File: config.mk
export PLATFORM = sky130hd
export DESIGN_NAME = wb_bus_master
export DESIGN_NICKNAME = d
export VERILOG_FILES = /design/src/hw/wb_pkg.sv /design/src/hw/wb_bus_master.sv
export VERILOG_INCLUDE_DIRS = /design/src /design/src/hw
export SDC_FILE = /design/constraint.sdc
export NUM_CORES = 1
export LEC_CHECK = 0
export BUFFER_PORTS_ARGS = -buffer_cell sky130_fd_sc_hd__buf_2
export CAP_MARGIN = 20
export CORE_ASPECT_RATIO = 1.2
export CORE_MARGIN = 2
export CORE_UTILIZATION = 38
export DETAILED_ROUTE_END_ITERATION = 10
export PLACE_DENSITY = 0.75
export SLEW_MARGIN = 20
export SYNTH_ARGS = -nofsm -noshare
export SYNTH_HDL_FRONTEND = slang
export SYNTH_SLANG_ARGS = --single-unit
File: constraint.sdc
create_clock -name clock -period 3.23 [get_ports clock]
set_clock_uncertainty 0.2 [all_clocks]
set_input_delay 0.1615 -clock clock [delete_from_list [all_inputs] [get_ports clock]]
set_output_delay 0.1615 -clock clock [all_outputs]
set_load 0.1 [all_outputs]
File: src/hw/wb_settings.svh
`ifndef WB_SETTINGS_SVH
`define WB_SETTINGS_SVH

// Byte-addressed bus widths
`define WB_ADR_WIDTH 16
`define WB_DAT_WIDTH 32
`define WB_SEL_WIDTH (`WB_DAT_WIDTH / 8)

// Queue depths
`define WB_CMD_DEPTH 8
`define WB_RSP_DEPTH 4

// RAM size in words
`define WB_RAM_WORDS 256

// Word address bits that set the slave wait states
`define WB_WAIT_MASK 3

`endif

File: src/hw/wb_pkg.sv
`include "wb_settings.svh"

package wb_pkg;

    // One queued command
    typedef struct packed {
        logic                       we;
        logic [`WB_ADR_WIDTH-1:0]   adr;
        logic [`WB_SEL_WIDTH-1:0]   sel;
        logic [`WB_DAT_WIDTH-1:0]   dat;
    } wb_cmd_t;

    // One read result
    typedef struct packed {
        logic [`WB_ADR_WIDTH-1:0]   adr;
        logic [`WB_DAT_WIDTH-1:0]   dat;
    } wb_rsp_t;

    // Master side of the bus
    typedef struct packed {
        logic                       cyc;
        logic                       stb;
        logic                       we;
        logic [`WB_ADR_WIDTH-1:0]   adr;
        logic [`WB_SEL_WIDTH-1:0]   sel;
        logic [`WB_DAT_WIDTH-1:0]   dat_wr;
    } wb_req_t;

    // Slave side of the bus
    typedef struct packed {
        logic                       ack;
        logic [`WB_DAT_WIDTH-1:0]   dat_rd;
    } wb_ack_t;

endpackage

File: src/hw/wb_bus_master.sv
`timescale 1ns/1ps
`include "wb_settings.svh"

module wb_bus_master (
    input  logic                                    clock,
    input  logic                                    reset,
    input  wb_pkg::wb_cmd_t                         cmd_head,
    input  logic                                    cmd_empty,
    output logic                                    cmd_pop,
    input  logic [$clog2(`WB_RSP_DEPTH + 1) - 1:0]  rsp_count,
    output logic                                    rsp_push,
    output wb_pkg::wb_rsp_t                         rsp_data,
    output wb_pkg::wb_req_t                         bus_req,
    input  wb_pkg::wb_ack_t                         bus_ack
);

    import wb_pkg::*;

    localparam int rsp_cnt_w = $clog2(`WB_RSP_DEPTH + 1);

    typedef enum logic [1:0] {
        st_idle,
        st_active,
        st_release
    } state_t;

    state_t             state;
    logic               cyc_q;
    logic               stb_q;
    wb_cmd_t            cmd_q;
    logic [rsp_cnt_w:0] rsp_pending;
    logic               rsp_room;
    logic               can_start;

    // A push in the release cycle is not yet in the FIFO count
    assign rsp_pending = {1'b0, rsp_count} + {{rsp_cnt_w{1'b0}}, rsp_push};
    assign rsp_room    = rsp_pending < (rsp_cnt_w + 1)'(`WB_RSP_DEPTH);

    assign can_start = (state == st_idle || state == st_release) && !cmd_empty &&
                       (cmd_head.we || rsp_room);
    assign cmd_pop   = can_start;

    assign bus_req = '{
        cyc:    cyc_q,
        stb:    stb_q,
        we:     cmd_q.we,
        adr:    cmd_q.adr,
        sel:    cmd_q.sel,
        dat_wr: cmd_q.dat
    };

    always_ff @(posedge clock) begin
        if (!reset) begin
            state    <= st_idle;
            cyc_q    <= 1'b0;
            stb_q    <= 1'b0;
            rsp_push <= 1'b0;
        end else begin
            rsp_push <= 1'b0;
            case (state)
                st_idle, st_release: begin
                    if (can_start) begin
                        state <= st_active;
                        cyc_q <= 1'b1;
                        stb_q <= 1'b1;
                    end else begin
                        state <= st_idle;
                    end
                end
                st_active: begin
                    if (bus_ack.ack) begin
                        state    <= st_release;
                        cyc_q    <= 1'b0;
                        stb_q    <= 1'b0;
                        rsp_push <= !cmd_q.we;
                    end
                end
                default: begin
                    state <= st_idle;
                end
            endcase
        end
    end

    // Request fields stay put for the whole cycle
    always_ff @(posedge clock) begin
        if (can_start) begin
            cmd_q <= cmd_head;
        end
    end

    // Read data captured on the ack edge
    always_ff @(posedge clock) begin
        if (state == st_active && bus_ack.ack && !cmd_q.we) begin
            rsp_data <= '{adr: cmd_q.adr, dat: bus_ack.dat_rd};
        end
    end

    // An ack outside the active state would be lost
    a_ack_while_active: assert property (
        @(posedge clock) disable iff (!reset) bus_ack.ack |-> state == st_active
    ) else $error("wb_bus_master: ack outside an active cycle");

endmodule

== Yosys cells after proc, flatten, opt, wreduce, memory -nomap -nowiden ==
Cells that the tools add are included.
W data, S select, Z words.
Operators by class
  muxes and demuxes: 6
  reduce and logical (&&, ||, !) cells: 13
  order comparisons: 1
  $add $sub $neg: 1
  equality and inequality tests: 4
Operator list (number)
  $reduce_and A3 Y1: 2
  $add A3 B1 Y4: 1
  $logic_and A1 B1 Y1: 4
  $lt A4 B3 Y1 const B: 1
  $ne A2 B2 Y1 const B: 2
  $pmux W2 S2: 1
  $mux W1: 3
  $eq A2 B1 Y1 const B: 1
  $eq A2 B2 Y1 const B: 1
  $logic_not A1 Y1: 2
  $logic_not A2 Y1: 1
  $logic_or A1 B1 Y1: 2
  $mux W2: 1
  $pmux W1 S2: 1
  $reduce_bool A2 Y1: 1
  $reduce_or A2 Y1: 1
Word-level totals
  input port bits: 92
  output and inout bits: 105
  bits in registers: 105

== Depth between registers and ports, before layout ==
  depth after elaboration: 6
  depth in mapped cells: 3

== Worst setup path after synthesis ==
No wires, ideal clock.
  path type: register to register
  start: register rsp_push
  end: register cmd_q, in the netlist bus_req[0] (enable)
  arrival time: 4420 ps
  path slack: -1906 ps
  path buffers: 0
  stages on the path, launching flop included: 3
  data required time: 2514 ps
  clock period less this slack: 5136 ps
  cell sequence: dfxtp_1 -> a31o_1 -> a211oi_2
Between the ends
  longest elaborated chain between the ends: 4
RTL lines
  start: declaration: RTL line wb_bus_master.sv:11  | output logic rsp_push,
  start signal: assignment: RTL line wb_bus_master.sv:75  | rsp_push <= !cmd_q.we;
  $add A3 B1 Y4: RTL line wb_bus_master.sv:36  | assign rsp_pending = {1'b0, rsp_count} + {{rsp_cnt_w{1'b0}}, rsp_push};
  $lt A4 B3 Y1: RTL line wb_bus_master.sv:37  | assign rsp_room = rsp_pending < (rsp_cnt_w + 1)'(`WB_RSP_DEPTH);
  $logic_or A1 B1 Y1: RTL line wb_bus_master.sv:40  | (cmd_head.we || rsp_room);
  $logic_and A1 B1 Y1: RTL line wb_bus_master.sv:39  | assign can_start = (state == st_idle || state == st_release) && !cmd_empty &&
  named net cmd_pop: RTL line wb_bus_master.sv:9  | output logic cmd_pop,
  end signal: assignment: RTL line wb_bus_master.sv:88  | cmd_q <= cmd_head;
  end: declaration: RTL line wb_bus_master.sv:30  | wb_cmd_t cmd_q;
The timed path passes the listed nets, and every way through them passes these cells.
A chain may end at the register's enable or synchronous reset.

== Final worst setup path ==
  start: register rsp_push
  end: output cmd_pop
Between the ends
  longest elaborated chain between the ends: 4
RTL lines (RTL line)
  $add A3 B1 Y4: wb_bus_master.sv:36
  $lt A4 B3 Y1: wb_bus_master.sv:37
  $logic_or A1 B1 Y1: wb_bus_master.sv:40
  $logic_and A1 B1 Y1: wb_bus_master.sv:39
  end: declaration: wb_bus_master.sv:9
Every way passes these cells.

==> impl_metrics.csv <==
group,metric,value,unit
status,outcome,"finished, final reports clean",
synth,synthTopCellsByCount,"101 x edfxtp_1, 4 x dfxtp_1, 3 x inv_1",
cts,clock_sinks,105,
cts,cts_resized,0,
timing,min_period,2.52,ns
cells_and_area,areaGrowthSynthToFinish,69.2,%
cts,cts.clk_slew.worst_paths,0.10,ns
worst_setup_path,reg2reg_depth,5,
die,die-width,88.0,um
worst_setup_path,arrival,2.16,ns
die,io_pins,197,
synth,synth_top_family_by_area,"compound AO/OA/AOI/OAI gates",
cells_and_area,layout.nets,507,
die,start_util,0.395,
cts,clk_path_buf_depth,2,
worst_setup_path,cp_slowest_stage_delay,0.52,ns
cts,cts_buffers,9,
power_and_ir_drop,pwr_density_cell,550,nW/um2
detailed_routing,drt_iter0_drc,89,
global_route,overflow,0,
timing,rsz0062_at_grt,"no",
synth,synth_fa_ha_area_frac,0,
placed_design,pre_cts_ws,1.11,ns
synth,ys_types,12,
worst_setup_path,rr_startpoint,"rsp_push$_SDFF_PN0_",
cts,post_cts_buffers,0,
worst_setup_path,r2r-end,"stb_q$_SDFFE_PN0P_",
global_route,antenna_found_initial,0,
worst_hold_path,hold_start,"cmd_empty",
cells_and_area,antenna_cells,0,
worst_setup_path,critPathBufInv,2,
timing,setup_viol,0,
synth,synthMuxAreaShare,0,
cts,cts_hold_buf,88,
worst_setup_path,critPathMaxFanout,39,
synth,syn-num-nets,211,
worst_hold_path,holdPathEnd,"bus_req[48]$_DFFE_PN_",
power_and_ir_drop,ir_drop,0.357,mV
global_route,grt_first_pass_wirelength,12700,um
worst_hold_path,worstHoldPathCells,3,
timing,worst_pin_slew,0.608,ns
worst_setup_path,critPathTopFamily,"buffers and inverters",
timing,slew_headroom,0.595,
detailed_routing,wl_per_cell,16.4,um
timing,setup_ws,0.710,ns
worst_setup_path,path_cells,"a31o_1, a211oi_4, buf_4, buf_2",
detailed_routing,dr.pass1.iters,4,
global_route,grt_usage,0.190,
global_route,grt_pass1_vias,2511,
detailed_routing,drt-total-wl,8730,um
synth,synth_enable_flop_cells,101,
cells_and_area,utilization,0.667,
die,coreArea,8150,um2
synth,ys.flop_type,"edfxtp_1",
cells_and_area,layout-drive-gt1-share,0.519,
synth,synthSimpleGateAreaFrac,0.0109,
timing,hold_ws,0.139,ns
synth,synth.cell_area,3220,um2
worst_setup_path,path_class,"reg2out",
cts,tritoncts,"yes",
worst_setup_path,end_kind,"output port",
die,rows,36,
power_and_ir_drop,power,2990,uW
detailed_routing,drt_drc_violations_left,0,
synth,synthXorXnorAreaFrac,0,
synth,async_flop_share,0,
placed_design,hpwl,5010,um
synth,synth_seq_area_share,0.968,
worst_setup_path,r2r_slack,1.17,ns
timing,fin_crit_sh,0.780,
synth,synth_area_leaders,"edfxtp_1 94%, dfxtp_1 2.5%, buf_4 0.47%",
worst_setup_path,cp.required,2.87,ns
detailed_routing,via_per_inst,4.34,
die,dieArea,9220,um2
cts,htree_levels,3,
synth,syn_avg_cell_area,27.0,um2
synth,synthMostInstantiatedCell,"edfxtp_1",
synth,synthCells,119,
placed_design,io_buffers,196,
cts,root_buffer,"clkbuf_8",
detailed_routing,antenna_left,0,
placed_design,routabilityCongestion,0.783,
synth,synth_warnings,0,
detailed_routing,vias,2317,
timing,hold_viol,0,
cts,clk_latency,0.36,ns
die,dieHeight,105,um
flow_run,maxCapViolCount,0,
power_and_ir_drop,p_leak,0.00227,uW
timing,drv_slew,0,
synth,synth_seq_cells,105,
synth,synth_largest_area_cell,"edfxtp_1",
timing,clock.fmax,0.397,GHz
worst_setup_path,crit_path_start_kind,"flip-flop",
worst_hold_path,hold_path.class,"in2reg",
synth,yosysTopAreaCellShare,0.943,
global_route,grt_max_degree,50,
worst_setup_path,cpMaxStageDelayCell,"buf_2",
synth,synth_compound_area_frac,0.0132,
timing,fin_setup_tns,0,ns
==> cell usage in the layout (no fill, tap or decap), drive strengths merged <==
master / Yosys / final
edfxtp: 101 / 101
inv: 3 / 6
dfxtp: 4 / 4
clkbuf: 0 / 9
clkinv: 0 / 3
a211oi: 1 / 1
a31oi: 1 / 1
nor3b: 1 / 1
and4bb: 1 / 1
dlygate4sd3: 0 / 88
o21a: 2 / 2
buf: 2 / 199
and4: 1 / 1
a31o: 1 / 1
and2: 1 / 1
bufinv: 0 / 1
==> area by class of cell <==
class / instances / area [um2]
inverters: 3 / 11.3
flip-flops and latches: 105 / 3120
repair buffers: 287 / 1880
clock inverters: 7 / 77.6
fillers: 556 / 2710
multi-input cells: 9 / 85.1
clock buffers: 9 / 124
well taps: 114 / 143
==> sequential cells by signal (all words and copies together), names as in the netlist <==
register / count
rsp_push: 1
rsp_data: 48
stb_q: 1
bus_req: 53
state: 2
==> report_power, final <==
group          switching [uW]  leakage [uW]  internal [uW]
clock network             444      0.000106            368
logic                     459       0.00119            148
registers                18.6      0.000970           1560
total                     921       0.00227           2070
==> per-layer routing <==
layer / global-route usage / wire length [um]
met1: 0.190 / 2980
met2: 0.337 / 4580
met3: 0.0648 / 963
met4: 0.0989 / 204
met5: 0 / 0
==> cells by family after synthesis <==
logic type	count (synthesis)
and+or+nand+nor	4
DFF	105
AOI/OAI and AO/OA	5
buffers and inverters	5
==> worst register-to-register path: stages, from the launching register on <==
cell and delay [ns]:
dfxtp_4 0.35, a31o_1 0.21, a211oi_4 0.24, buf_4 0.29, o21a_1 0.17, dlygate4sd3_1 0.55
==> worst max path at each step <==
stage               cells after the start                 from  slack [ns]                   end
detailed placement                      4  rsp_push$_SDFF_PN0_        1.11               cmd_pop
finish                                  4  rsp_push$_SDFF_PN0_        0.71               cmd_pop
global route                            4  rsp_push$_SDFF_PN0_        0.62               cmd_pop
floorplan                               2  rsp_push$_SDFF_PN0_       -0.33  bus_req[0]$_DFFE_PN_
CTS                                     4  rsp_push$_SDFF_PN0_        0.69               cmd_pop
global placement                        4  rsp_push$_SDFF_PN0_        1.19               cmd_pop
==> stage by stage <==
stage / instance area (um2) / cells
floorplan: 3230 / 119
global placement: 4360 / 430
detailed placement: 4360 / 430
CTS: 5440 / 534
global route: 5440 / 534
finish: 5440 / 534
No activity file was read; power rests on OpenSTA's default activity.
