==> src/hw/wb_sync_fifo.sv <==
`timescale 1ns/1ps

module wb_sync_fifo #(
    parameter type payload_t = logic,
    parameter int  depth     = 4
) (
    input  logic                           clock,
    input  logic                           reset,
    input  logic                           push,
    input  payload_t                       push_data,
    input  logic                           pop,
    output payload_t                       head,
    output logic                           empty,
    output logic                           full,
    output logic [$clog2(depth + 1) - 1:0] count
);

    localparam int ptr_w = (depth > 1) ? $clog2(depth) : 1;
    localparam int cnt_w = $clog2(depth + 1);

    payload_t         mem [depth];
    logic [ptr_w-1:0] wr_ptr;
    logic [ptr_w-1:0] rd_ptr;
    logic [cnt_w-1:0] used;
    logic             do_push;
    logic             do_pop;

    assign do_push = push && !full;
    assign do_pop  = pop && !empty;

    assign head  = mem[rd_ptr];
    assign empty = (used == '0);
    assign full  = (used == cnt_w'(depth));
    assign count = used;

    // Storage array
    always_ff @(posedge clock) begin
        if (do_push) begin
            mem[wr_ptr] <= push_data;
        end
    end

    always_ff @(posedge clock) begin
        if (!reset) begin
            wr_ptr <= '0;
            rd_ptr <= '0;
            used   <= '0;
        end else begin
            if (do_push) begin
                if (wr_ptr == ptr_w'(depth - 1)) begin
                    wr_ptr <= '0;
                end else begin
                    wr_ptr <= wr_ptr + 1'b1;
                end
            end
            if (do_pop) begin
                if (rd_ptr == ptr_w'(depth - 1)) begin
                    rd_ptr <= '0;
                end else begin
                    rd_ptr <= rd_ptr + 1'b1;
                end
            end
            // Occupancy moves only when one side acts alone
            if (do_push && !do_pop) begin
                used <= used + 1'b1;
            end else if (do_pop && !do_push) begin
                used <= used - 1'b1;
            end
        end
    end

    a_no_overflow: assert property (
        @(posedge clock) disable iff (!reset) push |-> !full
    ) else $error("wb_sync_fifo: push while full");

    a_no_underflow: assert property (
        @(posedge clock) disable iff (!reset) pop |-> !empty
    ) else $error("wb_sync_fifo: pop while empty");

endmodule

==> config.mk <==
export PLATFORM = sky130hd
export DESIGN_NAME = wb_sync_fifo
export DESIGN_NICKNAME = d
export VERILOG_FILES = /design/src/hw/wb_sync_fifo.sv
export SDC_FILE = /design/constraint.sdc
export NUM_CORES = 1
export LEC_CHECK = 0
export BUFFER_PORTS_ARGS = -buffer_cell sky130_fd_sc_hd__buf_2
export CORE_AREA = 3 3 40 42
export CTS_CLUSTER_DIAMETER = 80
export DETAILED_ROUTE_END_ITERATION = 10
export DIE_AREA = 0 0 43 45
export PLACE_DENSITY = 0.8
export SYNTH_ARGS = -nofsm -noshare
export SYNTH_HDL_FRONTEND = slang
export SYNTH_SLANG_ARGS = --single-unit
==> constraint.sdc <==
create_clock -name clock -period 6.15 [get_ports clock]
set_input_delay 0.3075 -clock clock [delete_from_list [all_inputs] [get_ports clock]]
set_output_delay 0.3075 -clock clock [all_outputs]
set_load 0.05 [all_outputs]
Word level (Yosys, flattened, before mapping)
Memories as Yosys holds them, arrays and structs flattened. A register that Yosys moved wholly into a read port is not among the register bits.
Index checks and enable logic that the tools add are counted.
{"block": "word_totals", "reg_bits": 7, "ram_bits": 4, "input_bits": 5, "out_inout_bits": 6, "mem_count": 1}
{"name": "mem", "depth": 4, "word_bits": 1, "rd": 1, "rd_clocked_by_memory_dff": 1, "wr": 1, "line_no": "21", "source": "payload_t mem [depth];"}
{"block": "classes", "addsub": 4, "n_eq_ne": 3, "muxes": 8, "n_reduce_logical": 10}
{"operator": "$mux W2", "count": 4}
{"operator": "$mux W3", "count": 2}
{"operator": "$add A2 B1 Y2 const B", "count": 2}
{"operator": "$eq A2 B2 Y1 const B", "count": 2}
{"operator": "$logic_and A1 B1 Y1", "count": 4}
{"operator": "$logic_not A1 Y1", "count": 4}
{"operator": "$add A3 B1 Y3 const B", "count": 1}
{"operator": "$eq A3 B3 Y1 const B", "count": 1}
{"operator": "$logic_not A3 Y1", "count": 1}
{"operator": "$sub A3 B1 Y3 const B", "count": 1}
{"operator": "$mux W1", "count": 2}
{"operator": "$reduce_bool A2 Y1", "count": 1}

Longest topological paths before layout
Gate-level depths: netlist of run 1.
{"block": "logic_depth", "word_depth": 7, "mapped_depth": 9, "ltp_nobuf": 8}

Worst setup path after synthesis of run 1
OpenSTA, ideal clock, no wires.
{"block": "synth_timing", "path_type": "register to register", "startpoint": "register used[2], in the netlist count[2]", "endpoint": "register used[2], in the netlist count[2]", "setup_time_ps": 70, "t_arrival_ps": 2664, "t_required_ps": 6080, "setup_slack_ps": 3415, "path_stages_with_launch": 10, "n_path_buf": 1, "period_less_slack_ps": 2735, "cell_sequence": "dfxtp_1 > nor3b_2 > nor2b_1 > buf_2 > ha_1 > inv_1 > fa_1 > xor2_1 > or3_1 > a21boi_1"}
{"block": "synth_between", "elab_chain_cells": 6, "elab_cells_between_ends": 15, "classes_between": "add/sub (2); eq/ne (1); mux (2); reduce/logical (10)"}
{"item": "start: declaration", "line_no": "24", "source": "logic [cnt_w-1:0] used;"}
{"item": "start signal: assignment", "line_no": "65", "source": "used <= used + 1'b1;"}
{"item": "start signal: assignment", "line_no": "67", "source": "used <= used - 1'b1;"}
{"item": "$eq A3 B3 Y1 *", "line_no": "33", "source": "assign full = (used == cnt_w'(depth));"}
{"item": "via full", "line_no": "14", "source": "output logic full,"}
{"item": "$logic_not A1 Y1 *", "line_no": "28", "source": "assign do_push = push && !full;"}
{"item": "$logic_and A1 B1 Y1 *", "line_no": "28"}
{"item": "via do_push", "line_no": "25", "source": "logic do_push;"}
{"item": "$logic_not A1 Y1", "line_no": "66", "source": "end else if (do_pop && !do_push) begin"}
{"item": "$logic_and A1 B1 Y1", "line_no": "66"}
{"item": "$reduce_bool A2 Y1 (no source line)"}
Mark *: on every way through the listed nets, which the timed path passes. The rest lies on a longest branch. The select of a mux whose other input is x is not followed.
A chain may end at the register's enable or synchronous reset.

Final worst setup path of run 1
{"block": "layout_timing", "startpoint": "register used[0], in the netlist count[0]", "endpoint": "register used[2], in the netlist count[2]"}
{"block": "layout_between", "elab_chain_cells": 6, "elab_cells_between_ends": 15, "classes_between": "add/sub (2); eq/ne (1); mux (2); reduce/logical (10)"}
{"item": "parallel branches: the longest is 6 deep, another holds $sub A3 B1 Y3"}
Parallel ways; which one is timed is not known. The select of a mux whose other input is x is not followed.

==> results of run 1 <==
[power groups by stage]
stage / combinational (µW) / clock (µW) / sequential (µW)
3_5_place_dp: 150 / 0 / 133
4_1_cts: 151 / 52.7 / 131
5_1_grt: 163 / 56.5 / 135
2_1_floorplan: 100 / 0 / 151
6_report: 149 / 51.0 / 130
3_3_place_gp: 147 / 0 / 131
[kinds of logic (layout without fill, tap and decap cells)]
kind of cell	after synthesis	after routing
AO/OA/AOI/OAI	5	5
XOR/XNOR	2	2
adder cells (fa/ha/maj)	7	7
buffers and inverters	5	17
flip-flops	13	13
multiplexers	4	4
AND/OR/NAND/NOR	20	20
[area by class of cell]
type / instances / area (µm²)
multi-input combinational: 38 / 307.8
sequential: 13 / 300.3
clock buffer: 4 / 26.28
tap: 15 / 18.77
fill: 108 / 570.5
inverter: 3 / 11.26
timing repair buffer: 10 / 50.05
[cell usage in the layout, fill, tap and decap left out]
cell type,n
o21ai_0,3
xor2_1,1
nand2_1,6
clkbuf_4,3
o31ai_2,1
mux2i_1,3
or3_1,1
a21boi_1,1
mux4_2,1
edfxtp_1,4
clkbuf_1,1
nor3_1,1
nor2b_1,2
inv_1,3
nor3b_2,1
nand3_1,2
and2_1,5
dfxtp_1,9
xnor2_1,1
nor2_1,2
ha_1,6
fa_1,1
buf_2,10
[Yosys cell counts]
| master | number | area (µm²) |
|---|---|---|
| or3_1 | 1 | 6.260 |
| nor3b_2 | 1 | 12.51 |
| inv_1 | 3 | 11.26 |
| dfxtp_1 | 9 | 180.2 |
| o21ai_0 | 3 | 15.01 |
| nand3_1 | 2 | 10.01 |
| and2_1 | 5 | 31.28 |
| xor2_1 | 1 | 8.760 |
| a21boi_1 | 1 | 7.510 |
| edfxtp_1 | 4 | 120.1 |
| buf_2 | 1 | 5.000 |
| ha_1 | 6 | 75.07 |
| o31ai_2 | 1 | 12.51 |
| nor2_1 | 2 | 7.510 |
| nor3_1 | 1 | 5.000 |
| nor2b_1 | 2 | 12.51 |
| clkbuf_1 | 1 | 3.750 |
| nand2_1 | 6 | 22.52 |
| mux2i_1 | 3 | 30.03 |
| fa_1 | 1 | 20.02 |
| mux4_2 | 1 | 22.52 |
| xnor2_1 | 1 | 8.760 |
[worst paths after layout]
| path | depth (start not counted) | from | slack, ns | end |
|---|---|---|---|---|
| max reg2reg | 8 | count[0] | 3.83 | count[2] |
| min reg2reg | 2 | wr_ptr[1] | 0.50 | wr_ptr[1] |
| min | 1 | push_data | 0.26 | mem[3] |
| max | 8 | count[0] | 3.83 | count[2] |
[layer usage]
layer | vias up | track usage, % | part of all wire, %
met2 | 4 | 20.36 | 53
met3 | 0 | 3.586 | 2.5
li1 | 213 | - | -
met5 | - | 0 | 0
met4 | 0 | 5.422 | 0
met1 | 185 | 14.29 | 44
[metrics by stage]
stage	hold WS, ns	total power, µW
2_1_floorplan	0.4064	251.6
3_3_place_gp	0.4843	278.0
3_5_place_dp	0.4959	283.5
4_1_cts	0.2534	334.7
5_1_grt	0.2577	353.8
6_report	0.2599	330.8
==> impl_metrics.json, run 1 <==
{
  "status": "complete, no violations",
  "synth_cell_type_count": 22,
  "p_seq_share_pct": 39.4,
  "cts_resized": 0,
  "viasPerCell": 4.843,
  "ys_seq_area_share_pct": 47.81,
  "layout-drive-gt1-share_pct": 23.53,
  "power.density_mw_per_mm2": 463.0,
  "finalCoreUtilization_pct": 55.60,
  "grt_pass1_wl_um": 1711,
  "vias": 402,
  "cp_cell_sequence": "nor3b_2 > nor2b_1 > ha_1 > inv_1 > fa_1 > xor2_1 > or3_1 > a21boi_1",
  "cts_buffer_depth": 2,
  "antenna_cells": 0,
  "synthCells": 56,
  "cp-start-kind": "flop",
  "syn_area_per_cell_um2": 11.22,
  "setup_ws_ns": 3.827,
  "synth-simple-area-share_pct": 17.13,
  "p_switching_uw": 144.5,
  "first_pass_iters": 1,
  "drtAntennaViolNets": 0,
  "grt.overflow.total": 0,
  "numCtsBuffers": 3,
  "rsz0062_at_grt": "no",
  "synthAdderAreaFrac_pct": 15.14,
  "die_w_um": 43,
  "finClkSkew_ns": 0.008863,
  "leakage_uw": 0.0003139,
  "antenna_found_initial": 0,
  "p_sw_share_pct": 43.68,
  "cp_top_family": "simple AND/OR/NAND/NOR gates",
  "nets": 81,
  "drt-wirelength-per-cell_um": 11.82,
  "tritoncts": "done",
  "path_clk_slew_ns": 0.08,
  "synth_top_family_by_area": "simple AND/OR/NAND/NOR gates",
  "synth_xor_area_share_pct": 2.789,
  "drc_errors": 0,
  "final_cell_area_um2": 714.4,
  "cts_sinks": 13,
  "area_delta_synth_final_pct": 13.75,
  "synthMuxAreaShare_pct": 8.367,
  "first_iter_violations": 0,
  "critPathMaxFanout": 7,
  "setup_viol": 0,
  "maxCapViolCount": 0,
  "grt_util_all_layers_pct": 12.07,
  "clockPowerShare_pct": 15.4,
  "gp_congestion": 0.7365,
  "finalMaxSlewViolations": 0,
  "grt_pass1_vias": 414,
  "synth-compound-area-share_pct": 5.578,
  "yosys_warnings": 0,
  "hold_buffers": 0,
  "dieArea_mm2": 0.001935,
  "routed_wl_um": 981,
  "grt_max_degree": 12,
  "internal-power_uw": 186.3,
  "clockRootBuffer": "clkbuf_4",
  "critical_path_class": "flop to flop",
  "syn_area_um2": 628.1,
  "layout.cells.non_filler": 83,
  "portBuffers": 10,
  "post-cts-setup-buffers": 0,
  "relSlewSlack_pct": 69.42,
  "critPathRequiredTime_ns": 6.36,
  "tns_ns": 0,
  "place_area_um2": 688.2,
  "timing.fmax_mhz": 430.5,
  "ios": 11,
  "period_share_pct": 37.77,
  "hold_viol": 0,
  "dpl_worst_slack_ns": 3.807,
  "end_kind": "flop",
  "worstSkewPairLatency_ns": 0.27,
  "place_inst": 79,
  "dpl.hpwl_um": 776.2,
  "start_util_pct": 48.88,
  "fin_crit_ns": 2.323,
  "critical_path_arrival_ns": 2.53,
  "die_h_um": 45,
  "combPwrFrac_pct": 45.2,
  "max_stage_delay_ns": 0.48,
  "cp_slowest_cell": "dfxtp_1",
  "core_area_mm2": 0.001285,
  "hold_class": "input port to flop",
  "tightest_slew_ns": 0.4577,
  "rows": 13,
  "path_buf_inv": 1,
  "h-tree-depth": 1,
  "peakVddDrop_mv": 0.3266,
  "syn_nets": 68,
  "ys_seq_elements": 13
}
Note: power is estimated with default switching activity, not from simulation.
==> run 2, diff against run 1 <==
==> constraint.sdc (replaced) <==
create_clock -name clock -period 2.3 [get_ports clock]
set_input_delay 0.115 -clock clock [delete_from_list [all_inputs] [get_ports clock]]
set_output_delay 0.115 -clock clock [all_outputs]
set_load 0.05 [all_outputs]
==> run 2 against run 1 <==
Total power grew to 2.8 times the previous value. Combinational power increased to 2.8 times the previous value. First-iteration DRC count increased by 5. Register-to-register slack worse by 3.5 ns. Non-clock buffer count up 2. Cell count up 2.4%. Clock skew fell by 0.0057 ns. Global-route usage fell by 0.34 points. Flip-flop and latch count stayed put. Clock power increased to 2.6 times the previous value. Hold slack lost 0.18 ns. Critical path type unchanged.
==> impl_metrics.json, run 2 (synthesis results as in run 1) <==
{
  "post-cts-setup-buffers": 0,
  "finalCoreUtilization_pct": 57.74,
  "cts_sinks": 13,
  "cts_buffer_depth": 2,
  "clockRootBuffer": "clkbuf_4",
  "rrSetupSlack_ns": 0.28,
  "die_w_um": 43,
  "timing.rr.start": "count[0]",
  "layout.cells.non_filler": 85,
  "grt_pass1_wl_um": 1559,
  "multi_input_area_um2": 314.1,
  "tritoncts": "done",
  "antenna_found_initial": 0,
  "worstSkewPairLatency_ns": 0.27,
  "tightest_slew_ns": 0.2560,
  "end_kind": "flop",
  "hold_viol": 0,
  "cp_cell_sequence": "o31ai_2 > ha_1 > inv_1 > fa_1 > xor2_1 > or3_1 > a21boi_1",
  "h-tree-depth": 1,
  "hold_buffers": 0,
  "critical_path_arrival_ns": 2.21,
  "first_iter_violations": 5,
  "leakage_uw": 0.0003243,
  "relSlewSlack_pct": 83.05,
  "max_stage_delay_ns": 0.38,
  "cp-start-kind": "flop",
  "nets": 83,
  "status": "complete, no violations",
  "vias": 416,
  "drc_errors": 0,
  "portBuffers": 10,
  "finClkSkew_ns": 0.003181,
  "fin_crit_ns": 2.015,
  "place_inst": 81,
  "regToRegEndpoint": "count[2]",
  "drt-wirelength-per-cell_um": 11.94,
  "power.density_mw_per_mm2": 1230,
  "tns_ns": 0,
  "holdCritStartpoint": "push_data",
  "cp_slowest_cell": "dfxtp_2",
  "finalMaxSlewViolations": 0,
  "die_h_um": 45,
  "rsz0062_at_grt": "no",
  "viasPerCell": 4.894,
  "gp_congestion": 0.7236,
  "peakVddDrop_mv": 0.6394,
  "critPathRequiredTime_ns": 2.50,
  "seq_area_um2": 306.5,
  "setup_ws_ns": 0.2850,
  "dieArea_mm2": 0.001935,
  "timing.fmax_mhz": 496.3,
  "maxCapViolCount": 0,
  "critical_path_class": "flop to flop",
  "grt_pass1_vias": 379,
  "core_area_mm2": 0.001285,
  "antenna_cells": 0,
  "hold_end": "mem[3]",
  "ios": 11,
  "start_util_pct": 48.88,
  "drtAntennaViolNets": 0,
  "period_share_pct": 87.61,
  "grt.overflow.total": 0,
  "r2r_cells": 7,
  "cp_top_family": "adder cells",
  "numCtsBuffers": 3,
  "cts_resized": 0,
  "whs_path_depth": 1,
  "rows": 13,
  "grt_util_all_layers_pct": 11.73,
  "area_delta_synth_final_pct": 18.13,
  "final_common_cell": "buf_2",
  "path_buf_inv": 1,
  "final_cell_mix": "buf_2 (10), nand2_1 (6), ha_1 (6), dfxtp_1 (6), and2_1 (5)",
  "hold_class": "input port to flop",
  "path_clk_slew_ns": 0.08,
  "dpl.hpwl_um": 789.8,
  "critPathMaxFanout": 6,
  "layout-drive-gt1-share_pct": 30.00,
  "dpl_worst_slack_ns": 0.3143,
  "first_pass_iters": 4,
  "setup_viol": 0,
  "routed_wl_um": 1015,
  "fill_cells": 109,
  "grt_max_degree": 12
}
==> run 2: cell types whose count changed in the layout (fill, tap and decap cells not counted) <==
| cell | change |
|---|---|
| buf_4 | +2 |
| nor3b_2 | -1 |
| dfxtp_2 | +2 |
| dfxtp_4 | +1 |
| nor3b_4 | +1 |
| dfxtp_1 | -3 |
==> run 2: cell type report <==
cell class | count | share of cell area, %
inverter | 3 | 1.518
clock buffer | 4 | 3.541
multi-input combinational | 38 | 42.33
sequential | 13 | 41.32
tap | 15 | 2.530
timing repair buffer | 12 | 8.769
==> run 2: worst max path at each step <==
stage	start	cells after the start	slack, ns	to
after floorplan	count[0]	9	0.05	count[2]
after global placement	count[2]	8	0.33	count[2]
after detailed placement	count[0]	7	0.31	count[2]
after CTS	count[0]	7	0.28	count[2]
after global routing	count[0]	7	0.16	count[2]
final	count[0]	7	0.28	count[2]
==> run 2: routing by layer <==
layer | vias to the layer above | part of all wire (%) | track usage, %
li1 | 217 | - | -
met1 | 189 | 41 | 11.28
met2 | 8 | 54 | 21.86
met3 | 2 | 2.5 | 2.390
met4 | 0 | 2.4 | 9.036
met5 | - | 0 | 0
==> run 2: stage by stage <==
stage                     area, µm²  hold slack, ns  power, µW
after detailed placement      715.7          0.3490      785.4
after global routing          742.0         0.06882      974.9
after global placement        715.7          0.3326      769.0
final                         742.0         0.07979      912.3
after floorplan               640.6          0.2139      688.2
after CTS                     742.0         0.06257      925.4
==> run 2: where the power goes <==
part | internal, µW | total, µW | switching [µW] | leakage [µW]
Clock | 67.0 | 135 | 67.8 | 0.0000150
Combinational | 154 | 417 | 263 | 0.000197
Sequential | 298 | 361 | 63.1 | 0.000112
Total | 519 | 912 | 394 | 0.000324
==> run 3, diff against run 2 <==
==> config.mk (replaced) <==
export PLATFORM = sky130hd
export DESIGN_NAME = wb_sync_fifo
export DESIGN_NICKNAME = d
export VERILOG_FILES = /design/src/hw/wb_sync_fifo.sv
export SDC_FILE = /design/constraint.sdc
export NUM_CORES = 1
export LEC_CHECK = 0
export BUFFER_PORTS_ARGS = -buffer_cell sky130_fd_sc_hd__buf_4
export CORE_AREA = 2 2 39 41
export CTS_CLUSTER_DIAMETER = 80
export DETAILED_ROUTE_END_ITERATION = 10
export DIE_AREA = 0 0 41 43
export PLACE_DENSITY = 0.8
export RECOVER_POWER = 100
export SYNTH_ARGS = -nofsm -noshare
export SYNTH_HDL_FRONTEND = slang
export SYNTH_SLANG_ARGS = --single-unit
==> run 3 against run 2 <==
Critical path depth unchanged. Sequential share of layout area up 0.84 points. Cell count up 1.2%. Clock power about the same. Global-route usage up 0.39 points. Highest routed layer is now met3.
==> impl_metrics.json, run 3 (synthesis results as in run 1) <==
{
  "fill_cells": 134,
  "critical_path_arrival_ns": 2.24,
  "route.layer.met1.wl_um": 425,
  "period_share_pct": 88.58,
  "die_w_um": 41,
  "tns_ns": 0,
  "dpl.hpwl_um": 709.3,
  "post-cts-setup-buffers": 0,
  "grt.overflow.total": 0,
  "h-tree-depth": 1,
  "layout.cells.non_filler": 86,
  "viasPerCell": 4.674,
  "setup_viol": 0,
  "final_common_cell": "clkbuf_1",
  "peakVddDrop_mv": 0.6414,
  "grt_util_all_layers_pct": 12.12,
  "power.density_mw_per_mm2": 1217,
  "route.met3.wl_um": 23,
  "cp-start-kind": "flop",
  "drtAntennaViolNets": 0,
  "finalCoreUtilization_pct": 51.90,
  "antenna_cells": 0,
  "tightest_slew_ns": 0.5973,
  "cts_buffer_depth": 2,
  "die_h_um": 43,
  "core_area_mm2": 0.001384,
  "numCtsBuffers": 3,
  "timing.fmax_mhz": 490.8,
  "path_clk_slew_ns": 0.08,
  "grt_pass1_wl_um": 1359,
  "layout-drive-gt1-share_pct": 14.29,
  "finalMaxSlewViolations": 0,
  "vias": 402,
  "grt_pass1_vias": 343,
  "grt_max_degree": 12,
  "status": "complete, no violations",
  "drc_errors": 0,
  "maxCapViolCount": 0,
  "routed_wl_um": 886,
  "wl_met2_um": 437,
  "critical_path_class": "flop to flop",
  "relSlewSlack_pct": 60.35,
  "first_pass_iters": 1,
  "rows": 14,
  "seq_area_um2": 302.8,
  "critPathMaxFanout": 6,
  "total_power_uw": 874.0,
  "rsz0062_at_grt": "no",
  "fin_crit_ns": 2.037,
  "ios": 11,
  "tritoncts": "done",
  "portBuffers": 10,
  "nets": 83,
  "dieArea_mm2": 0.001763,
  "worstSkewPairLatency_ns": 0.27,
  "critPathRequiredTime_ns": 2.50,
  "final_cell_mix": "clkbuf_1 (9), dfxtp_1 (7), nand2_1 (6), ha_1 (6)",
  "multi_input_area_um2": 297.8,
  "leakage_uw": 0.0002934,
  "place_inst": 82,
  "rrSetupSlack_ns": 0.26,
  "first_iter_violations": 0,
  "drt-wirelength-per-cell_um": 10.30,
  "cts_resized": 0,
  "hold_viol": 0,
  "area_delta_synth_final_pct": 14.34,
  "clockRootBuffer": "clkbuf_4",
  "antenna_found_initial": 0,
  "finClkSkew_ns": 0.002020,
  "cts_sinks": 13,
  "top_layer": "met3",
  "gp_congestion": 0.7254,
  "end_kind": "flop",
  "start_util_pct": 45.39,
  "hold_class": "input port to flop",
  "hold_buffers": 0
}
-- run 3: cell type report --
cell class / instances / area share (%)
flip-flops and latches: 13 / 42.16
multi-input cells: 38 / 41.46
repair buffers: 12 / 8.362
clock buffers: 4 / 3.659
well taps: 16 / 2.787
inverters: 3 / 1.568
-- run 3: critical path: stages, from the launching register on --
cell and delay (ns):
dfxtp_2 0.36, o31ai_1 0.32, ha_1 0.25, inv_1 0.06
fa_1 0.37, xor2_1 0.16, or3_1 0.30, a21boi_0 0.15
-- run 3: per-stage QoR --
step | hold slack, ns | cell area (µm²) | setup slack, ns
after floorplan | 0.2139 | 640.6 | 0.04791
after global placement | 0.3197 | 742.0 | 0.3191
after detailed placement | 0.3243 | 742.0 | 0.3118
after CTS | 0.03460 | 768.2 | 0.2857
after global routing | 0.1036 | 718.2 | 0.1032
final | 0.1048 | 718.2 | 0.2626
-- run 3: path summary, 6_finish.rpt --
check        cells past startpoint   endpoint      start
max                              7   count[2]   count[0]
max reg2reg                      7   count[2]   count[0]
min                              1     mem[1]  push_data
min reg2reg                      2  wr_ptr[1]  wr_ptr[1]
-- run 3: metal layers --
layer,up-vias,track usage (%)
met1,183,16.50
met3,0,3.141
met4,0,10.00
met5,-,0
li1,216,-
met2,3,15.31
-- run 3: report_power, final --
group	internal [µW]	switching (µW)	total (µW)
Clock	67.1	70.1	137
Sequential	295	51.7	347
Combinational	132	258	390
