[src/hw/wb_settings.svh]
`ifndef WB_SETTINGS_SVH
`define WB_SETTINGS_SVH

// Byte-addressed bus widths
`define WB_ADR_WIDTH 16
`define WB_DAT_WIDTH 32
`define WB_SEL_WIDTH (`WB_DAT_WIDTH / 8)

// Queue depths
`define WB_CMD_DEPTH 8
`define WB_RSP_DEPTH 4

// RAM size in words
`define WB_RAM_WORDS 256

// Word address bits that set the slave wait states
`define WB_WAIT_MASK 3

`endif

[src/hw/wb_pkg.sv]
`include "wb_settings.svh"

package wb_pkg;

    // One queued command
    typedef struct packed {
        logic                       we;
        logic [`WB_ADR_WIDTH-1:0]   adr;
        logic [`WB_SEL_WIDTH-1:0]   sel;
        logic [`WB_DAT_WIDTH-1:0]   dat;
    } wb_cmd_t;

    // One read result
    typedef struct packed {
        logic [`WB_ADR_WIDTH-1:0]   adr;
        logic [`WB_DAT_WIDTH-1:0]   dat;
    } wb_rsp_t;

    // Master side of the bus
    typedef struct packed {
        logic                       cyc;
        logic                       stb;
        logic                       we;
        logic [`WB_ADR_WIDTH-1:0]   adr;
        logic [`WB_SEL_WIDTH-1:0]   sel;
        logic [`WB_DAT_WIDTH-1:0]   dat_wr;
    } wb_req_t;

    // Slave side of the bus
    typedef struct packed {
        logic                       ack;
        logic [`WB_DAT_WIDTH-1:0]   dat_rd;
    } wb_ack_t;

endpackage

[src/hw/wb_protocol_monitor.sv]
`timescale 1ns/1ps

module wb_protocol_monitor (
    input  logic            clock,
    input  logic            reset,
    input  wb_pkg::wb_req_t bus_req,
    input  wb_pkg::wb_ack_t bus_ack,
    output logic            protocol_error
);

    import wb_pkg::*;

    logic    past_valid = 1'b0;
    logic    prev_reset;
    wb_req_t prev_req;
    wb_ack_t prev_ack;
    logic    live;
    logic    hold;
    logic    bad_reset;
    logic    bad_stb;
    logic    bad_ack;
    logic    bad_stable;
    logic    bad_drop;
    logic    bad_long;

    // Previous cycle's bus for the error level
    always_ff @(posedge clock) begin
        past_valid <= 1'b1;
        prev_reset <= reset;
        prev_req   <= bus_req;
        prev_ack   <= bus_ack;
    end

    assign live = past_valid && reset && prev_reset;
    assign hold = live && prev_req.stb && !prev_ack.ack;

    assign bad_reset  = past_valid && !prev_reset && (bus_req.cyc || bus_req.stb);
    assign bad_stb    = reset && bus_req.stb && !bus_req.cyc;
    assign bad_ack    = reset && bus_ack.ack && !bus_req.stb;
    assign bad_stable = hold && bus_req.stb &&
                        (bus_req.we != prev_req.we || bus_req.adr != prev_req.adr ||
                         bus_req.sel != prev_req.sel || bus_req.dat_wr != prev_req.dat_wr);
    assign bad_drop   = hold && !bus_req.stb;
    assign bad_long   = live && prev_ack.ack && bus_ack.ack;

    always_ff @(posedge clock) begin
        if (!reset) begin
            protocol_error <= 1'b0;
        end else if (bad_reset || bad_stb || bad_ack || bad_stable || bad_drop || bad_long) begin
            protocol_error <= 1'b1;
        end
    end

    a_reset_idle: assert property (
        @(posedge clock) !reset |=> !bus_req.cyc && !bus_req.stb
    ) else $error("wb monitor: cyc or stb right after reset");

    a_stb_in_cyc: assert property (
        @(posedge clock) disable iff (!reset) bus_req.stb |-> bus_req.cyc
    ) else $error("wb monitor: stb without cyc");

    a_ack_in_stb: assert property (
        @(posedge clock) disable iff (!reset) bus_ack.ack |-> bus_req.stb
    ) else $error("wb monitor: ack without stb");

    a_req_stable: assert property (
        @(posedge clock) disable iff (!reset)
        bus_req.stb && !bus_ack.ack |=>
            $stable(bus_req.we) && $stable(bus_req.adr) &&
            $stable(bus_req.sel) && $stable(bus_req.dat_wr)
    ) else $error("wb monitor: request changed while waiting for ack");

    a_stb_held: assert property (
        @(posedge clock) disable iff (!reset) bus_req.stb && !bus_ack.ack |=> bus_req.stb
    ) else $error("wb monitor: stb released without ack");

    a_ack_single: assert property (
        @(posedge clock) disable iff (!reset) bus_ack.ack |=> !bus_ack.ack
    ) else $error("wb monitor: ack held longer than one cycle");

endmodule

[config.mk]
export PLATFORM = sky130hd
export DESIGN_NAME = wb_protocol_monitor
export DESIGN_NICKNAME = d
export VERILOG_FILES = /design/src/hw/wb_pkg.sv /design/src/hw/wb_protocol_monitor.sv
export VERILOG_INCLUDE_DIRS = /design/src /design/src/hw
export SDC_FILE = /design/constraint.sdc
export NUM_CORES = 1
export LEC_CHECK = 0
export ABC_AREA = 0
export BUFFER_PORTS_ARGS = -buffer_cell sky130_fd_sc_hd__buf_2
export CAP_MARGIN = 20
export CELL_PAD_IN_SITES_DETAIL_PLACEMENT = 1
export CELL_PAD_IN_SITES_GLOBAL_PLACEMENT = 2
export CORE_ASPECT_RATIO = 0.8
export CORE_UTILIZATION = 29
export DETAILED_ROUTE_END_ITERATION = 16
export PLACE_DENSITY_LB_ADDON = 0.1
export SYNTH_ARGS = -nofsm -noshare
export SYNTH_HDL_FRONTEND = slang
export SYNTH_SLANG_ARGS = --single-unit
export TNS_END_PERCENT = 10
[constraint.sdc]
create_clock -name clock -period 2.9 [get_ports clock]
set_input_delay 0.435 -clock clock [delete_from_list [all_inputs] [get_ports clock]]
set_output_delay 0.435 -clock clock [all_outputs]
set_load 0.01 [all_outputs]
Word-level counts from Yosys, hierarchy flattened

Cells that the tools add are included.

Bits in registers: 57
Latch bits: 0
Bits in writable memories: 0
Memory bits (read-only): 0
Bits of input ports: 90
Output and inout port bits: 1
Logic and storage cells: 38
Memories: 0

Add/sub/neg operators: 0
Multipliers: 0
Divide/modulo/power cells: 0
$lt $le $gt $ge: 0
Equality and inequality tests: 4
Shifts and indexed selects: 0
Multiplexer cells: 0
Bitwise logic cells: 0
Reduce and logical (&&, ||, !) cells: 26

Operator list:

| kind                   | count |
|---|---|
| inequality test 32 bit | 1 |
| inequality test 16 bit | 1 |
| logical AND 1 bit      | 13 |
| logical OR 1 bit       | 9 |
| logical NOT 1 bit      | 4 |
| inequality test 4 bit  | 1 |
| inequality test 1 bit  | 1 |

Depth between registers and ports, before layout

Gate-level depths: netlist of the first run.

Depth after elaboration: 8
Gate-level depth with buffers: 5
Gate-level depth less buffers: 5

Worst setup path before layout of the first run

No wires, ideal clock.

Path type: in2reg
Start: input bus_req[3] in the netlist's numbering
End: register protocol_error
Setup time: 0.124 ns
Data arrival time: 1.225 ns
Path slack: 1.551 ns
Cell stages on the path: 5
Buffers on the path: 0
Cells stage by stage: xor2_1 > nor4_2 > nand4_1 > nor4_1 > a21oi_1

Cells in the longest elaborated chain, start to end: 6

RTL lines:

| what                           | line                      | text |
|---|---|---|
| from (decl)                    | wb_protocol_monitor.sv:6  | `input wb_pkg::wb_req_t bus_req,` |
| inequality test 32 bit         | wb_protocol_monitor.sv:42 | `bus_req.sel != prev_req.sel \|\| bus_req.dat_wr != prev_req.dat_wr);` |
| logical OR 1 bit               | wb_protocol_monitor.sv:42 |  |
| logical AND 1 bit              | wb_protocol_monitor.sv:40 | `assign bad_stable = hold && bus_req.stb &&` |
| logical OR 1 bit (3 in series) | wb_protocol_monitor.sv:49 | `end else if (bad_reset \|\| bad_stb \|\| bad_ack \|\| bad_stable \|\| bad_drop \|\| bad_long) begin` |
| to (signal assigned)           | wb_protocol_monitor.sv:48 | `protocol_error <= 1'b0;` |
| to (signal assigned)           | wb_protocol_monitor.sv:50 | `protocol_error <= 1'b1;` |
| to (decl)                      | wb_protocol_monitor.sv:8  | `output logic protocol_error` |

Every way passes these cells.
A chain may end at the register's enable or synchronous reset.

Worst setup path after layout of the first run

Start: register prev_req[25] in the netlist's numbering
End: register protocol_error

Cells in the longest elaborated chain, start to end: 6

RTL lines:

| what                           | line                      | text |
|---|---|---|
| from (decl)                    | wb_protocol_monitor.sv:15 | `wb_req_t prev_req;` |
| from (signal assigned)         | wb_protocol_monitor.sv:30 | `prev_req <= bus_req;` |
| inequality test 32 bit         | wb_protocol_monitor.sv:42 |  |
| logical OR 1 bit               | wb_protocol_monitor.sv:42 |  |
| logical AND 1 bit              | wb_protocol_monitor.sv:40 |  |
| logical OR 1 bit (3 in series) | wb_protocol_monitor.sv:49 |  |

Every way passes these cells.

==> insert_results.sql, run 1 <==
INSERT INTO impl_metrics (metric_group, metric, value, unit) VALUES
('yosys', 'ys_top_cells_by_area', 'sky130_fd_sc_hd__dfxtp_1 64%, sky130_fd_sc_hd__xor2_1 26%, sky130_fd_sc_hd__nor4_1 3.5%', ''),
('detailed_routing', 'wire_per_inst', '11.8', 'um'),
('power_and_ir_drop', 'swShare', '21.3', '%'),
('global_routing', 'grt_remaining_overflow', '0', ''),
('floorplanning', 'die-width', '89.7', 'um'),
('yosys', 'synth-async-reset-ratio', '0', '%'),
('clock_network', 'cts.path.max_buffers', '2', ''),
('clock_network', 'cts-resized-gates', '0', ''),
('clock_network', 'clock_sinks', '57', ''),
('floorplanning', 'die_h', '72.2', 'um'),
('yosys', 'postSynth.topFlopCell', 'sky130_fd_sc_hd__dfxtp_1', ''),
('clock_network', 'cts_inserted_buffers', '9', ''),
('sta', 'layout_worst_path_cycle_share', '49.4', '%'),
('global_routing', 'vias_in_the_first_global_route', '1269', ''),
('yosys', 'yosysUniqueCellTypes', '15', ''),
('power_and_ir_drop', 'cellInternalPower', '1.26', 'mW'),
('sta', 'hold_viol_final', '0', ''),
('worst_setup_path', 'worstSetupEndpointType', 'flop', ''),
('floorplanning', 'die_area', '6480', 'sq um'),
('clock_network', 'postCtsSetupRepairBufs', '0', ''),
('cells_and_area', 'postLayoutCellArea', '2350', 'sq um'),
('floorplanning', 'floorplan.io_pins', '91', ''),
('cells_and_area', 'fin_nets', '296', ''),
('sta', 'finClkSkew', '5.50', 'ps'),
('cells_and_area', 'area_delta_synth_final', '31.4', '%'),
('yosys', 'synth_top_family_by_area', 'XOR/XNOR gates', ''),
('yosys', 'synth-xor-area-share', '26.0', '%'),
('cells_and_area', 'final_cells', '289', ''),
('worst_setup_path', 'cp-start-kind', 'flop', ''),
('sta', 'setup_slack', '1470', 'ps'),
('floorplanning', 'floorplan.initialDensity', '30.2', '%'),
('detailed_routing', 'routed-via-count', '1163', ''),
('hold_path', 'hold_path.class', 'input pin to flop', ''),
('yosys', 'post_synth_instance_area', '1790', 'sq um'),
('yosys', 'yosys-mux-area-fraction', '0', '%'),
('detailed_routing', 'route.detailed.drc', '0', ''),
('worst_setup_path', 'timing.critical_path.cells', 'xor2_1 > nor4_2 > nand4_1 > nor4_1 > a21oi_1', ''),
('power_and_ir_drop', 'pwr-share-seq', '52.9', '%'),
('yosys', 'synth_compound_area_share', '1.33', '%'),
('worst_setup_path', 'critPathArrivalTime', '1640', 'ps'),
('global_routing', 'gr-usage-met2', '20.9', '%'),
('cells_and_area', 'n_fill_cell', '656', ''),
('cells_and_area', 'post_route_cells_drive_above_1_share', '35.6', '%'),
('worst_setup_path', 'timing.critical_path.fanout_max', '1', ''),
('yosys', 'synth_top_area_cell', 'sky130_fd_sc_hd__dfxtp_1', ''),
('global_routing', 'grt_first_pass_wirelength', '5.72', 'mm'),
('detailed_routing', 'antenna_left', '0', ''),
('yosys', 'fraction_of_post_synthesis_cell_area_in_the_top_cell_type_by_area', '63.9', '%'),
('detailed_routing', 'viasPerCell', '4.02', ''),
('placed_design', 'port-buffer-count', '58', ''),
('yosys', 'synth.net_count', '227', ''),
('placed_design', 'gp_congestion', '0.735', ''),
('global_routing', 'grt.busiest_layer', 'met2', ''),
('power_and_ir_drop', 'areal_power_density_over_the_cells', '681', 'nW/um^2'),
('worst_setup_path', 'timing_worst_setup_path_type', 'flop to flop', ''),
('yosys', 'simple_gate_area_share_of_the_yosys_netlist', '8.55', '%'),
('run_status', 'status', 'finished, final reports clean', ''),
('placed_design', 'place_inst', '276', ''),
('clock_network', 'clock_tree.htree_level_count', '3', ''),
('global_routing', 'grt_usage', '12.3', '%'),
('clock_network', 'cts_tree', 'yes', ''),
('yosys', 'syn-instance-count', '137', ''),
('clock_network', 'cts-root-buf', 'sky130_fd_sc_hd__clkbuf_8', ''),
('sta', 'summed_negative_setup_slack_over_all_endpoints', '0', 'ps'),
('placed_design', 'pre_cts_slack', '1200', 'ps'),
('power_and_ir_drop', 'net-switching-power', '341', 'uW'),
('yosys', 'synth_seq_area_share', '63.9', '%'),
('sta', 'worst_slew_pin_slew', '408', 'ps'),
('power_and_ir_drop', 'power.ir.vdd_worst', '0.349', 'mV'),
('sta', 'fmaxAchievable', '698', 'MHz'),
('floorplanning', 'std_cell_core_area', '5910', 'sq um');
==> placed cells by master (no fill, tap or decap), drive strengths merged <==
| master | count |
|---|---|
| buf | 58 |
| dfxtp | 57 |
| xor2 | 52 |
| nor4 | 14 |
| clkbuf | 13 |
| nand4 | 3 |
| nor2 | 2 |
| inv | 1 |
| o21ai | 1 |
| nor3 | 1 |
| a31oi | 1 |
| xnor2 | 1 |
| nand3 | 1 |
| nand2 | 1 |
| o31ai | 1 |
| a21oi | 1 |
==> critical path: cells and delay by family (launching register included) <==
kind             cells  cell delay (ps)
XOR/XNOR             1              160
AO/OA/AOI/OAI        1              100
AND/OR/NAND/NOR      3              750
flip-flops           1              310
==> final cells by class <==
type | instances | area (sq um) | area share, %
sequential | 57 | 1140 | 48.6
multi-input combinational | 79 | 641 | 27.3
timing repair buffer | 58 | 290 | 12.4
clock buffer | 13 | 169 | 7.20
tap | 81 | 101 | 4.32
inverter | 1 | 3.75 | 0.160
==> routing by layer <==
metal	routed length, um	part of all wire [%]	vias to the layer above
met3	206	6.1	5
met5	0	0	-
met2	1720	51	31
li1	-	-	593
met1	1400	41	534
met4	69	2.0	0
==> kinds of logic after synthesis <==
family | after synthesis
AND/OR/NAND/NOR | 22
flip-flops | 57
buffers and inverters | 1
XOR/XNOR | 53
AO/OA/AOI/OAI | 4
==> stage by stage <==
stage	hold WS, ps	total power, mW	util (%)
detailed placement	564	0.989	36.8
finish	233	1.60	39.7
CTS	206	1.64	39.7
global placement	560	0.978	36.8
global route	203	1.68	39.7
floorplan	463	0.919	-
==> synthesized netlist by cell type, types with 2 or more instances <==
library cell	instances
sky130_fd_sc_hd__dfxtp_1	57
sky130_fd_sc_hd__xor2_1	52
sky130_fd_sc_hd__nor4_2	4
sky130_fd_sc_hd__nand4_1	3
sky130_fd_sc_hd__nor4_1	10
sky130_fd_sc_hd__nor2_1	2
==> path summary, 6_finish.rpt <==
kind	from	end	slack (ps)	cells after the start
worst max-delay path	prev_req[25]$_DFF_P_	protocol_error$_SDFFE_PN0P_	1470	5
worst min register to register	protocol_error$_SDFFE_PN0P_	protocol_error$_SDFFE_PN0P_	590	2
worst max register to register	prev_req[25]$_DFF_P_	protocol_error$_SDFFE_PN0P_	1470	5
worst min-delay path	bus_req[32]	prev_req[32]$_DFF_P_	230	1
==> state kept, by name, indices dropped and copies added (netlist names) <==
| register | flops |
|---|---|
| prev_reset | 1 |
| prev_req | 54 |
| prev_ack | 1 |
| protocol_error | 1 |
==> power groups by stage <==
stage                     registers (mW)  logic, mW  clock network (mW)
after floorplan                    0.859     0.0596                   0
after global placement             0.860      0.118                   0
after detailed placement           0.862      0.127                   0
after CTS                          0.845      0.128               0.663
after global routing               0.849      0.140               0.694
final                              0.845      0.124               0.629
(Power assumes the default switching activity.)
==> run 2: changes to the inputs <==
--- a/config.mk
+++ b/config.mk
@@ -12,7 +12,7 @@
 export CELL_PAD_IN_SITES_DETAIL_PLACEMENT = 1
 export CELL_PAD_IN_SITES_GLOBAL_PLACEMENT = 2
 export CORE_ASPECT_RATIO = 0.8
-export CORE_UTILIZATION = 29
+export CORE_UTILIZATION = 24
 export DETAILED_ROUTE_END_ITERATION = 16
 export PLACE_DENSITY_LB_ADDON = 0.1
 export SYNTH_ARGS = -nofsm -noshare
==> constraint.sdc (replaced) <==
create_clock -name clock -period 1.1 [get_ports clock]
set_input_delay 0.165 -clock clock [delete_from_list [all_inputs] [get_ports clock]]
set_output_delay 0.165 -clock clock [all_outputs]
set_load 0.01 [all_outputs]
==> run 2 against run 1 <==
- the run now ends with DRC, setup timing left
- combinational power rose to 4.2 times the previous value
- hold slack improved by 43 ps
- register-to-register slack lost 1800 ps
- non-clock buffer count up 58
- sequential share of layout area fell by 11 points
- largest cell class unchanged
- highest routed layer unchanged
==> insert_results.sql, run 2 (synthesis gave the netlist of run 1 again) <==
INSERT INTO impl_metrics (metric_group, metric, value, unit) VALUES
('sta', 'summed_negative_setup_slack_over_all_endpoints', '-321', 'ps'),
('worst_setup_path', 'timing.critical_path.fanout_max', '1', ''),
('placed_design', 'dp_hpwl', '3.11', 'mm'),
('clock_network', 'cts-root-buf', 'sky130_fd_sc_hd__clkbuf_8', ''),
('global_routing', 'grt_remaining_overflow', '0', ''),
('clock_network', 'clock_insertion_delay_worst_skew', '330', 'ps'),
('detailed_routing', 'finalWirelength', '4.60', 'mm'),
('clock_network', 'clk_pin_slew', '60', 'ps'),
('global_routing', 'grt_max_degree', '10', ''),
('floorplanning', 'floorplan.io_pins', '91', ''),
('worst_setup_path', 'regToRegEndpoint', 'protocol_error$_SDFFE_PN0P_', ''),
('sta', 'finClkSkew', '4.62', 'ps'),
('worst_setup_path', 'crit_path_max_incr_delay', '350', 'ps'),
('worst_setup_path', 'worstSetupEndpointType', 'flop', ''),
('power_and_ir_drop', 'totalPowerFinal', '4.75', 'mW'),
('worst_setup_path', 'critPathArrivalTime', '1630', 'ps'),
('detailed_routing', 'route.detailed.drc', '1', ''),
('sta', 'final_slew_viol_count', '0', ''),
('cells_and_area', 'mostFrequentLayoutCells', '58 x sky130_fd_sc_hd__buf_2, 56 x sky130_fd_sc_hd__dlygate4sd3_1, 54 x sky130_fd_sc_hd__dfxtp_1, 49 x sky130_fd_sc_hd__xor2_1, 12 x sky130_fd_sc_hd__clkbuf_8', ''),
('cells_and_area', 'area_delta_synth_final', '69.0', '%'),
('clock_network', 'clock_sinks', '57', ''),
('clock_network', 'cts.path.max_buffers', '2', ''),
('global_routing', 'vias_in_the_first_global_route', '1591', ''),
('worst_setup_path', 'top_family_by_delay_on_critical_path', 'simple AND/OR/NAND/NOR gates', ''),
('cells_and_area', 'final_cells', '356', ''),
('floorplanning', 'floorplan.initialDensity', '25.4', '%'),
('worst_setup_path', 'rr_worst_depth', '5', ''),
('run_status', 'violated_checks', 'DRC, setup timing', ''),
('cells_and_area', 'leading_cell_type_in_the_layout_fill_and_taps_excluded', 'sky130_fd_sc_hd__buf_2', ''),
('sta', 'layout_worst_path_cycle_share', '129', '%'),
('run', 'drv.max_cap_violation_count', '0', ''),
('sta', 'worst_slew_pin_slew', '381', 'ps'),
('sta', 'hold_viol_final', '0', ''),
('detailed_routing', 'wire_per_inst', '12.9', 'um'),
('cells_and_area', 'insertedDiodeCount', '0', ''),
('worst_setup_path', 'setup.worst_path.end', 'protocol_error$_SDFFE_PN0P_', ''),
('detailed_routing', 'antenna_left', '0', ''),
('sta', 'fmaxAchievable', '704', 'MHz'),
('sta', 'finalWorstPathRequiredPeriod', '1420', 'ps'),
('detailed_routing', 'routed-via-count', '1409', ''),
('sta', 'rsz_0062_raised_after_global_routing', 'yes', ''),
('cells_and_area', 'largest_reg_flops', '54', ''),
('floorplanning', 'die-width', '98.4', 'um'),
('sta', 'slew-limit-headroom', '74.4', '%'),
('power_and_ir_drop', 'areal_power_density_over_the_cells', '1570', 'nW/um^2'),
('worst_setup_path', 'cp-start-kind', 'flop', ''),
('floorplanning', 'die_h', '79.1', 'um'),
('clock_network', 'cts_tree', 'yes', ''),
('worst_setup_path', 'timing_worst_setup_path_type', 'flop to flop', ''),
('floorplanning', 'die_area', '7790', 'sq um'),
('floorplanning', 'std_cell_core_area', '7030', 'sq um'),
('floorplanning', 'rows', '27', ''),
('global_routing', 'antenna_found_initial', '0', ''),
('worst_setup_path', 'setup_slack_reg_to_reg', '-320', 'ps'),
('clock_network', 'postCtsSetupRepairBufs', '0', ''),
('sta', 'timing.final.setup_violations', '1', ''),
('worst_setup_path', 'worst-path-stages', '5', ''),
('sta', 'hold_ws', '276', 'ps'),
('global_routing', 'grt_first_pass_wirelength', '7.58', 'mm'),
('placed_design', 'place_inst', '284', ''),
('cells_and_area', 'largest-register', 'prev_req', ''),
('hold_path', 'min_delay_path_depth', '4', ''),
('worst_setup_path', 'worst_path_buf_inv', '0', ''),
('power_and_ir_drop', 'power.ir.vdd_worst', '0.725', 'mV'),
('clock_network', 'clock_tree.htree_level_count', '3', ''),
('detailed_routing', 'drt_iter0_drc', '18', ''),
('hold_path', 'hold_path.class', 'input pin to flop', ''),
('cells_and_area', 'fin_nets', '354', ''),
('worst_setup_path', 'timing.critical_path.cells', 'xor2_2 > nor4_4 > nand4_1 > nor4_2 > a21oi_1', ''),
('detailed_routing', 'dr.pass1.iters', '11', ''),
('worst_setup_path', 'cp_data_required_time', '1310', 'ps'),
('detailed_routing', 'viasPerCell', '3.96', ''),
('worst_setup_path', 'crit_path_start', 'prev_req[44]$_DFF_P_', ''),
('power_and_ir_drop', 'p_leak', '1.32', 'nW'),
('placed_design', 'pre_cts_slack', '-319', 'ps'),
('run_status', 'status', 'finished with violations', ''),
('cells_and_area', 'post_route_cells_drive_above_1_share', '31.6', '%'),
('worst_setup_path', 'timing.critical_path.slowest_stage_cell', 'sky130_fd_sc_hd__nor4_4', ''),
('placed_design', 'gp_congestion', '0.720', ''),
('placed_design', 'port-buffer-count', '58', ''),
('clock_network', 'cts_inserted_buffers', '9', ''),
('worst_setup_path', 'worst_r2r_startpoint', 'prev_req[44]$_DFF_P_', ''),
('sta', 'setup_slack', '-321', 'ps'),
('global_routing', 'grt_usage', '13.4', '%');
==> run 2: worst reg2reg max path: stages (launching register included) <==
cell	delay, ps
sky130_fd_sc_hd__dfxtp_2	330
sky130_fd_sc_hd__xor2_2	160
sky130_fd_sc_hd__nor4_4	350
sky130_fd_sc_hd__nand4_1	150
sky130_fd_sc_hd__nor4_2	230
sky130_fd_sc_hd__a21oi_1	90
==> run 2: area by class of cell <==
| type | count | area (sq um) |
|---|---|---|
| clock inverter | 2 | 35.0 |
| fill | 768 | 4010 |
| multi-input combinational | 79 | 687 |
| timing repair buffer | 116 | 866 |
| tap | 87 | 109 |
| inverter | 1 | 3.75 |
| clock buffer | 14 | 173 |
| sequential | 57 | 1140 |
==> run 2: worst min-delay path by stage <==
| stage | startpoint | endpoint | slack, ps |
|---|---|---|---|
| 5_1_grt | bus_req[53] | protocol_error$_SDFFE_PN0P_ | 310 |
| 2_1_floorplan | bus_ack[32] | prev_ack[32]$_DFF_P_ | 190 |
| 3_3_place_gp | reset | prev_reset$_DFF_P_ | 290 |
| 6_report | bus_req[53] | protocol_error$_SDFFE_PN0P_ | 280 |
| 4_1_cts | bus_req[53] | protocol_error$_SDFFE_PN0P_ | 240 |
| 3_5_place_dp | bus_req[22] | prev_req[22]$_DFF_P_ | 290 |
==> run 2: power by group <==
part	internal, mW	switching [mW]
Sequential	2.18	0.0537
Combinational	0.312	0.205
Clock	1.23	0.770
Total	3.72	1.03
==> run 2: timing repair <==
item,4_1_cts,5_1_grt
cloned,0,0
endpoints found under the hold margin,56,0
endpoints found under the setup margin,1,1
gates resized for setup,0,9
pin swaps,0,7
hold buffers,56,0
==> run 2: through the flow <==
| step | cell area, sq um | utilization (%) |
|---|---|---|
| floorplan | 1790 | - |
| global placement | 2200 | 31.3 |
| detailed placement | 2200 | 31.3 |
| CTS | 2970 | 42.2 |
| global route | 3020 | 42.9 |
| finish | 3020 | 42.9 |
==> run 2: metal layers <==
metal | global-route usage (%) | wire, um | vias to the layer above
li1 | - | - | 710
met1 | 13.4 | 1820 | 656
met2 | 24.3 | 2440 | 38
met3 | 6.95 | 286 | 5
met4 | 4.03 | 48 | 0
met5 | 0 | 0 | -
